==> src/common/dcache_macros.svh <==
`ifndef DCACHE_MACROS_SVH
`define DCACHE_MACROS_SVH

// cache geometry
`define DCACHE_WAYS 2
`define DCACHE_SETS 128

// word address split, tag | index | offset
`define DCACHE_INDEX_W 7
`define DCACHE_OFFSET_W 3
`define DCACHE_TAG_W 20

// words per line
`define DCACHE_WORDS 8

`endif
==> src/common/dcache_pkg.sv <==
`include "dcache_macros.svh"

package dcache_pkg;

    // processor data path
    typedef logic [31:0] word_t;
    typedef logic [3:0] strb_t;

    // word address, 30 bits of a 32-bit byte address
    typedef logic [`DCACHE_TAG_W+`DCACHE_INDEX_W+`DCACHE_OFFSET_W-1:0] addr_t;

    // address fields
    typedef logic [`DCACHE_TAG_W-1:0] tag_t;
    typedef logic [`DCACHE_INDEX_W-1:0] index_t;
    typedef logic [`DCACHE_OFFSET_W-1:0] offset_t;

    // one full line as delivered by a refill
    typedef logic [`DCACHE_WORDS*32-1:0] line_t;

    // way select, 0 or 1
    typedef logic way_t;

endpackage

==> src/refill_ctrl.sv <==
`timescale 1ns/1ps
`include "dcache_macros.svh"

module refill_ctrl (
    input  logic               clk,
    input  logic               rst,
    input  logic               miss_i,
    input  dcache_pkg::addr_t  addr_i,
    input  logic               mem_raccept_i,
    input  logic               fill_valid_i,
    output logic               mem_ren_o,
    output logic [31:0]        mem_raddr_o,
    output logic               fill_o
);

    typedef enum logic [1:0] {
        IDLE,
        REQ,
        WAIT
    } state_t;

    state_t state_q;

    // fill beat only counts while a line is outstanding
    assign fill_o = (state_q == WAIT) && fill_valid_i;

    always_ff @(posedge clk) begin
        if (rst) begin
            state_q <= IDLE;
            mem_ren_o <= 1'b0;
        end else begin
            case (state_q)
                IDLE: begin
                    if (miss_i) begin
                        mem_ren_o <= 1'b1;
                        state_q <= REQ;
                    end
                end
                REQ: begin
                    // held until memory takes the request
                    if (mem_raccept_i) begin
                        mem_ren_o <= 1'b0;
                        state_q <= WAIT;
                    end
                end
                WAIT: begin
                    if (fill_valid_i) begin
                        state_q <= IDLE;
                    end
                end
                default: begin
                    state_q <= IDLE;
                end
            endcase
        end
    end

    // line-aligned byte address, captured when the request goes out
    always_ff @(posedge clk) begin
        if (state_q == IDLE && miss_i) begin
            mem_raddr_o <= {addr_i[$bits(dcache_pkg::addr_t)-1:`DCACHE_OFFSET_W],
                            {(`DCACHE_OFFSET_W + 2){1'b0}}};
        end
    end

endmodule

==> config.mk <==
export PLATFORM = sky130hd
export DESIGN_NAME = refill_ctrl
export DESIGN_NICKNAME = d
export VERILOG_FILES = /design/src/common/dcache_pkg.sv /design/src/refill_ctrl.sv
export VERILOG_INCLUDE_DIRS = /design/src /design/src/common
export SDC_FILE = /design/constraint.sdc
export NUM_CORES = 1
export LEC_CHECK = 0
export BUFFER_PORTS_ARGS = -buffer_cell sky130_fd_sc_hd__buf_2
export CAP_MARGIN = 40
export CORE_MARGIN = 2
export CORE_UTILIZATION = 36
export DETAILED_ROUTE_END_ITERATION = 10
export PLACE_DENSITY_LB_ADDON = 0.15
export SYNTH_ARGS = -nofsm -noshare
export SYNTH_HDL_FRONTEND = slang
export SYNTH_SLANG_ARGS = --single-unit
==> constraint.sdc <==
create_clock -name clk -period 2.3 [get_ports clk]
set_clock_uncertainty 0.1 [all_clocks]
set_input_delay 0.23 -clock clk [delete_from_list [all_inputs] [get_ports clk]]
set_output_delay 0.23 -clock clk [all_outputs]
set_load 0.005 [all_outputs]
## Yosys cells after proc, flatten, opt, wreduce, memory -nomap -nowiden

Index checks and enable logic that the tools add are counted.

- Register bits after elaboration: 30
- Word-level logic and storage cells: 21

- Equality and inequality tests: 5
- Multiplexer cells: 7
- Reduce and logical (&&, ||, !) cells: 6

Operator list:

| operator | number |
|---|---|
| two-way mux 2 bit | 3 |
| != test 2 bit, second input constant | 3 |
| case mux 2 bit (3 select lines) | 1 |
| AND reduction 3 bit | 2 |
| equality test 2 x 1 -> 1 bit, second input constant | 1 |
| equality test 2 bit, second input constant | 1 |
| logical AND 1 bit | 2 |
| logical NOT 2 bit | 1 |
| two-way mux 1 bit | 2 |
| case mux 1 bit (2 select lines) | 1 |
| nonzero test 2 bit | 1 |

## Depth between registers and ports, before layout

Gate-level depths: netlist of the first run.

- Depth after elaboration: 3
- Gate-level depth with buffers: 2
- Gate-level depth less buffers: 2

## Least setup slack after synthesis of the first run

OpenSTA, ideal clock, no wires.

- Path type: register to register
- Start point: register state_q[1]
- End point: register mem_raddr_o[10], enable pin
- Setup time: 0.411 ns
- Arrival time: 1.647 ns
- Required time: 1.789 ns
- Setup slack: 0.142 ns
- Stages on the path, launching flop included: 3
- Path buffers: 0
- Clock period less this slack: 2.158 ns
- Cell sequence: dfxtp_1 > nand2b_2 > nor2_1

- Cells in the longest elaborated chain, start to end: 2

Ends and longest elaborated chain:

| what | line | text |
|---|---|---|
| start, declared | refill_ctrl.sv:22 | `state_t state_q;` |
| start signal, assigned | refill_ctrl.sv:29 | `state_q <= IDLE;` |
| start signal, assigned | refill_ctrl.sv:36 | `state_q <= REQ;` |
| start signal, assigned | refill_ctrl.sv:43 | `state_q <= WAIT;` |
| logical NOT 2 bit | refill_ctrl.sv:60 | `if (state_q == IDLE && miss_i) begin` |
| logical AND 1 bit | refill_ctrl.sv:60 |  |
| end signal, assigned | refill_ctrl.sv:61 | `` mem_raddr_o <= {addr_i[$bits(dcache_pkg::addr_t)-1:`DCACHE_OFFSET_W], `` |
| end, declared | refill_ctrl.sv:12 | `output logic [31:0] mem_raddr_o,` |

Every way passes these cells.
A chain may end at the register's enable or synchronous reset.

## Worst setup path in the final report of the first run

- Start point: register state_q[0]
- End point: output port fill_o

- Cells in the longest elaborated chain, start to end: 2

Ends and longest elaborated chain:

| what | line | text |
|---|---|---|
| equality test 2 bit | refill_ctrl.sv:25 | `assign fill_o = (state_q == WAIT) && fill_valid_i;` |
| logical AND 1 bit | refill_ctrl.sv:25 |  |
| end, declared | refill_ctrl.sv:13 | `output logic fill_o` |

Every way passes these cells.

==> results.txt, run 1 <==
The proportion of synthesized area in mux cells came out at 0. For this design, the sink count on the clock tree is 30. The post-synthesis average cell area is 20.96 um2. The total routing resource utilization after global routing is 0.1385. After layout, the worst setup slack is 0.8744 ns. The path class of the tightest hold or removal check is in2reg.

The clock tree root driver cell is sky130_fd_sc_hd__clkbuf_4. The per-cell via count in the routed design came out at 4.189. For this run, the detailed router's first-pass iteration total came to 4. The number of port buffers is 60. The floorplan die area is 3233 um2.

The number of antenna violations at the first check in global routing came out at 0. The cell area that synthesis handed to floorplanning was 1006 um2. Leaving out filler cells and counting taps, the final layout contains 175.

The maximum fanout count along the critical path is 7. Dividing the detail-routed wire length by the instance count gives 11.87 um. The post-detailed-routing wire length came out at 2077 um. The compound-cell area share of the yosys netlist came out at 0.03234. The overall via count from detail_route came out at 733. The worst setup path is launched from a flop. The die span in x is 56.86 um.

The post-synthesis simple-gate area fraction came out at 0.05721. The run finished with clean final reports. The final critical-path required period is 1.426 ns. The routability congestion estimate from global placement is 0.6178. The data required time of the critical path came out at 1.97 ns.

After floorplanning, the core was sized to cover 2710 um2. For this run the aggregate overflow at the end of global routing stands at 0. The number of H-tree levels came out at 2. The number of ports placed on the die boundary is 69.

The number of filler cells placed in the layout is 235. The number of enable flip-flop cells after synthesis is 27. In this run, distinct cell masters in the synthesized netlist total 15.

Hold is met by 0.08724 ns. By startpoint and endpoint, the worst setup path is classified as reg2out. TritonCTS built the clock tree. Once detailed placement completed, the half-perimeter wirelength came to 1335 um. Of the available clock period, the critical path in the final layout requires 0.6198. In this run, the number of DRC markers left after iteration 0 of detailed routing was 18.

Ranked by total cell area, the synthesized netlist is headed by sky130_fd_sc_hd__edfxtp_1 81%, sky130_fd_sc_hd__dfxtp_1 6.0%, sky130_fd_sc_hd__buf_4 3.7%. The source-to-sink clock delay at the later pin of the worst-skew pair came out at 0.31 ns. For this configuration, the core starts out at a cell density of 0.3712. The area of all sequential standard cells is 870.8 um2. By instance count, the leading cell after synthesis is sky130_fd_sc_hd__edfxtp_1. Of the total power, combinational logic draws 0.124. The share of total power dissipated in sequential elements is 0.611. Setup violations remaining at the end of the flow were counted as 0. The number of gates resized after cts came out at 0.

The global-route wire length before repair came out at 3180 um. The tool flagged a number of max-cap violations equal to 0. Setup repair after global routing left no endpoint under its margin. The area of the multi-input gates is 111.4 um2. The maximum number of pins on one net before global-route repair is 28. From synthesis to final layout, the design area changed by 65.30%.

The share of total power dissipated in the clock network is 0.265. The number of inserted diodes is 0. The number of remaining DRC errors came out at 0. The proportion of layout cells with a drive suffix above 1 came out at 0.5000.

After clock tree synthesis, the clock-pin slew on the worst setup and hold paths is 0.09 ns. After synthesis the netlist holds a flip-flop and latch count of 30. The share of async-settable or async-resettable flops after synthesis is 0.

The type of element capturing the critical path is an output pin. The design internal power is 0.0008319 W. Of the total power, the share spent switching nets is 0.2167. The portion of the post-synthesis area used by sequential elements is 0.8657.

The number of nets in the finished design is 178. The Yosys step of the flow raised 0 warnings. The synthesized design spends more area on one cell type than any other, namely sky130_fd_sc_hd__edfxtp_1.

For this run, the leading register cell type out of synthesis is sky130_fd_sc_hd__edfxtp_1. The number of failing hold endpoints at the final stage is 0. The number of global-route vias before repair is 725. The fraction of synthesized cell area taken by the top area cell type is 0.8060.

The accumulated negative setup slack is 0 ns. The power density of the placed cells came out at 638.8 nW/um2. The data arrival time of the worst path came out at 1.10 ns. The total CTS buffers is 5. The total count of max-transition violations in the final report is 0. The total net switching power is 0.0002302 W. Once detail routing completed, the nets flagged for antenna violations numbered 0.

The overall power consumption is 0.001062 W. Of the total synthesized cell area, the portion taken by full adders, half adders and majority gates is 0. The maximum VDD drop came out at 0.0004685 V.

The maximum buffer depth of the clock tree came out at 2. Of the total synthesized cell area, the portion taken by XOR and XNOR cells is 0. Counting instances in the post-synthesis netlist gives the leading cell types as 27 x sky130_fd_sc_hd__edfxtp_1, 5 x sky130_fd_sc_hd__buf_4, 3 x sky130_fd_sc_hd__dfxtp_1. Timing would allow up to 701.4 MHz. The number of core rows came out at 19.

The cell count after synthesis came out at 48. In this run, placement finished with an instance count of 139. Measured along the y axis, the die boundary spans 56.86 um.

The cell leakage power is 0.7251 nW. By area, the combinational part of the netlist is dominated by simple AND/OR/NAND/NOR gates. At the placement stage, the worst setup path has a slack of 0.9185 ns.
==> worst paths after layout <==
check	startpoint	slack, ns	depth (start not counted)	to
min reg2reg	state_q[1]	0.38	1	state_q[0]
min	mem_raccept_i	0.09	3	state_q[0]
max	state_q[0]	0.87	2	fill_o
max reg2reg	state_q[1]	0.93	3	mem_raddr_o[28]
==> metal layers <==
metal  vias to the layer above  track usage  wire length, um
met3                         8      0.07834              225
met2                        40       0.2176              995
met4                         0      0.07309               63
met5                         -            0                0
met1                       325       0.1476              793
li1                        360            -                -
==> final cells by class <==
cell class	instances	share of cell area
timing repair buffer	89	0.3537
clock inverter	2	0.005267
sequential	30	0.5237
tap	31	0.02333
inverter	1	0.002257
multi-input combinational	16	0.06697
clock buffer	6	0.02483
==> logic make-up (layout without fill, tap and decap cells) <==
kind of cell,after synthesis,count (layout)
flip-flops,30,30
other,1,5
buffers and inverters,6,98
AND/OR/NAND/NOR,8,8
AO/OA/AOI/OAI,3,3
==> registers in the layout (all words and copies together), names as in the netlist <==
name         count
state_q          2
mem_raddr_o     27
mem_ren_o        1
==> per-stage QoR <==
stage | instance area (um2) | utilization
2_1_floorplan | 1021 | -
3_3_place_gp | 1333 | 0.4917
3_5_place_dp | 1333 | 0.4917
4_1_cts | 1663 | 0.6136
5_1_grt | 1663 | 0.6136
6_report | 1663 | 0.6136
==> cell usage in the layout, fill, tap and decap left out, types with 2 or more instances in the layout <==
| cell type | count |
|---|---|
| sky130_fd_sc_hd__buf_2 | 60 |
| sky130_fd_sc_hd__clkbuf_4 | 5 |
| sky130_fd_sc_hd__conb_1 | 5 |
| sky130_fd_sc_hd__dfxtp_1 | 3 |
| sky130_fd_sc_hd__dlygate4sd3_1 | 28 |
| sky130_fd_sc_hd__edfxtp_1 | 27 |
| sky130_fd_sc_hd__nand2b_1 | 2 |
==> power groups by stage <==
stage | logic [W] | clock network [W] | registers (W)
3_5_place_dp | 0.0000971 | 0 | 0.000661
6_report | 0.000132 | 0.000281 | 0.000649
5_1_grt | 0.000145 | 0.000324 | 0.000653
2_1_floorplan | 0.0000305 | 0 | 0.000668
4_1_cts | 0.000134 | 0.000300 | 0.000649
3_3_place_gp | 0.0000947 | 0 | 0.000660
==> critical path: stages (launching register included) <==
cell and delay (ns):
sky130_fd_sc_hd__dfxtp_1 0.43, sky130_fd_sc_hd__and3b_2 0.23, sky130_fd_sc_hd__buf_2 0.12
==> timing repair <==
action / 4_1_cts / 5_1_grt
hold buffers: 28 / 0
buffers inserted: 0 / 0
setup endpoints to repair: 0 / 0
endpoints found under the hold margin: 29 / 0
Power figures use the tool's default switching activity.
==> inputs of run 2 (changes only) <==
==> constraint.sdc (replaced) <==
create_clock -name clk -period 1.3 [get_ports clk]
set_clock_uncertainty 0.1 [all_clocks]
set_input_delay 0.13 -clock clk [delete_from_list [all_inputs] [get_ports clk]]
set_output_delay 0.13 -clock clk [all_outputs]
set_load 0.005 [all_outputs]
==> run 2 against run 1 <==
Compared with the run above: global-route usage up 1.0 points; worst hold slack worse by 0.047 ns; largest cell class unchanged; critical path depth up 3; wire length up 5.1%; sequential power up 77%; final cell count up 2.3%; register-to-register slack worse by 0.86 ns; core utilization up 3.3 points.
==> results.txt, run 2 (synthesized netlist as in run 1, its figures left out) <==
The run finished with clean final reports. The combinational fraction of design power is 0.123 (about the same). The number of cells after detailed placement came out at 139 (unchanged). The post-detailed-routing wire length came out at 2182 um (+5.1%). The worst setup path is captured at a flop. The proportion of layout cells with a drive suffix above 1 is 0.5270 (+0.02703). The total count of max-transition violations in the final report came out at 0 (unchanged). The sequential share of power is 0.541 (-0.070). The library cell used most frequently in the layout, excluding fill and tap cells, is sky130_fd_sc_hd__buf_2. The data required time of the critical path came out at 1.23 ns (-0.74 ns).

The design internal power is 0.001686 W (+100%). The number of maximum-capacitance violations came out at 0 (unchanged). The worst setup path is of the in2reg kind. From synthesis to final layout, the design area changed by 74.25%. The number of cell instances on the worst register-to-register path is 3 (unchanged). The number of ports placed on the die boundary was 69 (unchanged). TritonCTS built the clock tree. The total buffers and inverters traversed by the critical path came to 3 (+2).

For this design, the slowest cell found on the critical path is sky130_fd_sc_hd__dlygate4sd3_1. The area of all sequential standard cells came to 875.8 um2 (+0.57%). The accumulated negative setup slack came to 0 ns (unchanged).

The power density of the placed cells came out at 1209 nW/um2 (+89%). The number of inserted diodes came out at 0 (unchanged). The floorplan die area is 3233 um2 (unchanged). CTS placed an instance of sky130_fd_sc_hd__clkbuf_4 at the clock tree root.

The total routing resource utilization after global routing is 0.1489 (+0.01032). The per-cell via count in the routed design was 4.285 (+2.3%). The path category of the worst min-delay check is in2reg. The total CTS buffers came out at 5 (unchanged). The part of the total power dissipated in the clock network is 0.336 (+0.071). Subtracting the final worst setup slack from the clock period gives 1.244 ns. The number of nets still failing antenna checks after routing is 0 (unchanged).

The critical path goes through dlygate4sd3_1 -> buf_2 -> nand2b_4 -> nor2_4 -> buf_12. The number of core rows is 19 (unchanged). The standard cell core area came out at 2710 um2 (unchanged). The die span in x is 56.86 um (unchanged). The maximum buffer depth of the clock tree came out at 2 (unchanged). The total overflow reported by the global router is 0 (unchanged). The maximum VDD drop came out at 0.0007986 V (+70%). The number of H-tree levels came out at 2 (unchanged). The final cycle utilization of the critical path is 0.9565.

The effective utilization at floorplan is 0.3712 (unchanged). The source-to-sink clock delay at the later pin of the worst-skew pair is 0.32 ns (about the same). The number of nets in the finished design is 182 (+2.2%). The cell family contributing the most delay on the critical path is buffers and inverters. The total net switching power came out at 0.0004333 W (+88%). The worst hold path begins at fill_valid_i. The number of filler cells placed in the layout is 223 (-5.1%).

The cell leakage power is 0.7667 nW (+5.7%). The maximum clock rate came out at 804.2 MHz. The fraction of power spent switching nets was 0.2044 (-0.01233).

In this run the critical register-to-register path is captured at mem_raddr_o[6]. The overall via count from detail_route is 767 (+4.6%). The number of remaining DRC errors came to 0 (unchanged). The number of failing hold endpoints at the final stage came out at 0 (unchanged).

The routed wire length per instance was 12.19 um (+2.7%). The overall power consumption is 0.002120 W (+100%). The critical path startpoint category is a primary input. The data arrival time of the worst path was 1.17 ns (+0.07 ns). The maximum number of pins on one net before global-route repair was 28 (unchanged).

The worst hold path terminates at state_q[1]. The area of the multi-input gates is 121.4 um2 (+9.0%). The startpoint of the worst-slack reg-to-reg timing path is state_q[1]. The HPWL after detailed placement came to 1322 um (-0.96%). The number of DRC markers in iteration 0 is 11 (-7).

The number of clock sinks is 30 (unchanged). The flip-flop count of the largest register after layout came out at 27 (unchanged). The largest registers in the layout are mem_raddr_o (27), state_q (2), mem_ren_o (1). The reg-to-reg setup timing slack came out at 0.07 ns (-0.86 ns). The longest individual stage delay on the worst path came out at 0.52 ns (+0.09 ns). The number of antenna violations at the first check in global routing is 0 (unchanged).

The number of failing setup endpoints in the final timing report came out at 0 (unchanged). More flip-flops sit in one register than any other, and that register is mem_raddr_o. The number of global-route vias before repair came out at 738 (+1.8%).

The global-route wire length before repair is 3436 um (+8.1%). The post-CTS clock slew at the launch and capture registers of the worst setup and hold paths is 0.10 ns (about the same). The maximum fanout count along the critical path is 27 (+20). The die height was 56.86 um (unchanged).

The final standard cell count with taps included and fillers excluded was 179 (+2.3%). The number of port buffers is 60 (unchanged). The library cells used most frequently in the layout, excluding fill and tap cells, are 60 x sky130_fd_sc_hd__buf_2, 30 x sky130_fd_sc_hd__dlygate4sd3_1, 27 x sky130_fd_sc_hd__edfxtp_1. The detailed-router iteration count before antenna repair is 2 (-2). The worst hold path stage count came out at 3 (unchanged). The routability congestion estimate from global placement is 0.6014 (-2.7%).

Setup repair after global routing left no endpoint under its margin.
==> run 2: cell types whose count changed in the layout (fill, tap and decap cells not counted), sizes merged <==
cell	previous run	this run
bufinv	0	1
buf	61	63
clkbuf	6	5
dlygate4sd3	28	30
==> run 2: final cells by class <==
cell class                      instances  area share
Sequential cell                        30      0.4996
Timing Repair Buffer                   93      0.3626
Multi-Input combinational cell         16     0.06924
Clock inverter                          3     0.02284
Tap cell                               31     0.02213
Clock buffer                            5     0.02141
Inverter                                1    0.002141
==> run 2: tightest hold or removal path, delay by kind of cell <==
| family | cells | cell delay, ns |
|---|---|---|
| AO/OA/AOI/OAI | 1 | 0.18 |
| buffers and inverters | 1 | 0.09 |
| AND/OR/NAND/NOR | 1 | 0.04 |
==> run 2: power groups by stage <==
stage | clock, W | combinational, W | sequential, W
6_report | 0.000712 | 0.000261 | 0.00115
3_5_place_dp | 0 | 0.000183 | 0.00117
5_1_grt | 0.000786 | 0.000286 | 0.00115
3_3_place_gp | 0 | 0.000181 | 0.00117
2_1_floorplan | 0 | 0.0000585 | 0.00118
4_1_cts | 0.000744 | 0.000253 | 0.00115
==> run 2: layer usage <==
metal	wire length, um	part of all wire	global-route usage
met4	45	0.021	0.08970
met3	204	0.093	0.06452
met1	809	0.37	0.1555
met5	0	0	0
met2	1123	0.51	0.2458
==> run 2: worst max-delay path by stage <==
stage	cells after the start	slack (ns)	start	to
3_5_place_dp	3	0.1	state_q[1]	mem_raddr_o[8]
6_report	5	0.06	miss_i	mem_raddr_o[6]
2_1_floorplan	2	-0.09	state_q[1]	mem_raddr_o[10]
3_3_place_gp	3	0.11	state_q[1]	mem_raddr_o[16]
5_1_grt	2	0.02	state_q[0]	fill_o
4_1_cts	2	0.003	state_q[0]	fill_o
==> run 2: what timing repair did <==
action                                  4_1_cts  5_1_grt
gates resized for setup                       2        0
setup buffers                                 0        2
hold buffers                                 30        0
pin swaps                                     0        0
hold endpoints to repair                     30        0
endpoints found under the setup margin        1        1
==> run 2: through the flow <==
step	utilization	setup slack [ns]	cell area, um2	hold WS [ns]
2_1_floorplan	-	-0.09012	1035	0.09886
3_3_place_gp	0.5005	0.1123	1356	0.2078
3_5_place_dp	0.5005	0.09696	1356	0.2081
4_1_cts	0.6413	0.003324	1738	0.02402
5_1_grt	0.6468	0.01523	1753	0.02957
6_report	0.6468	0.05650	1753	0.04051
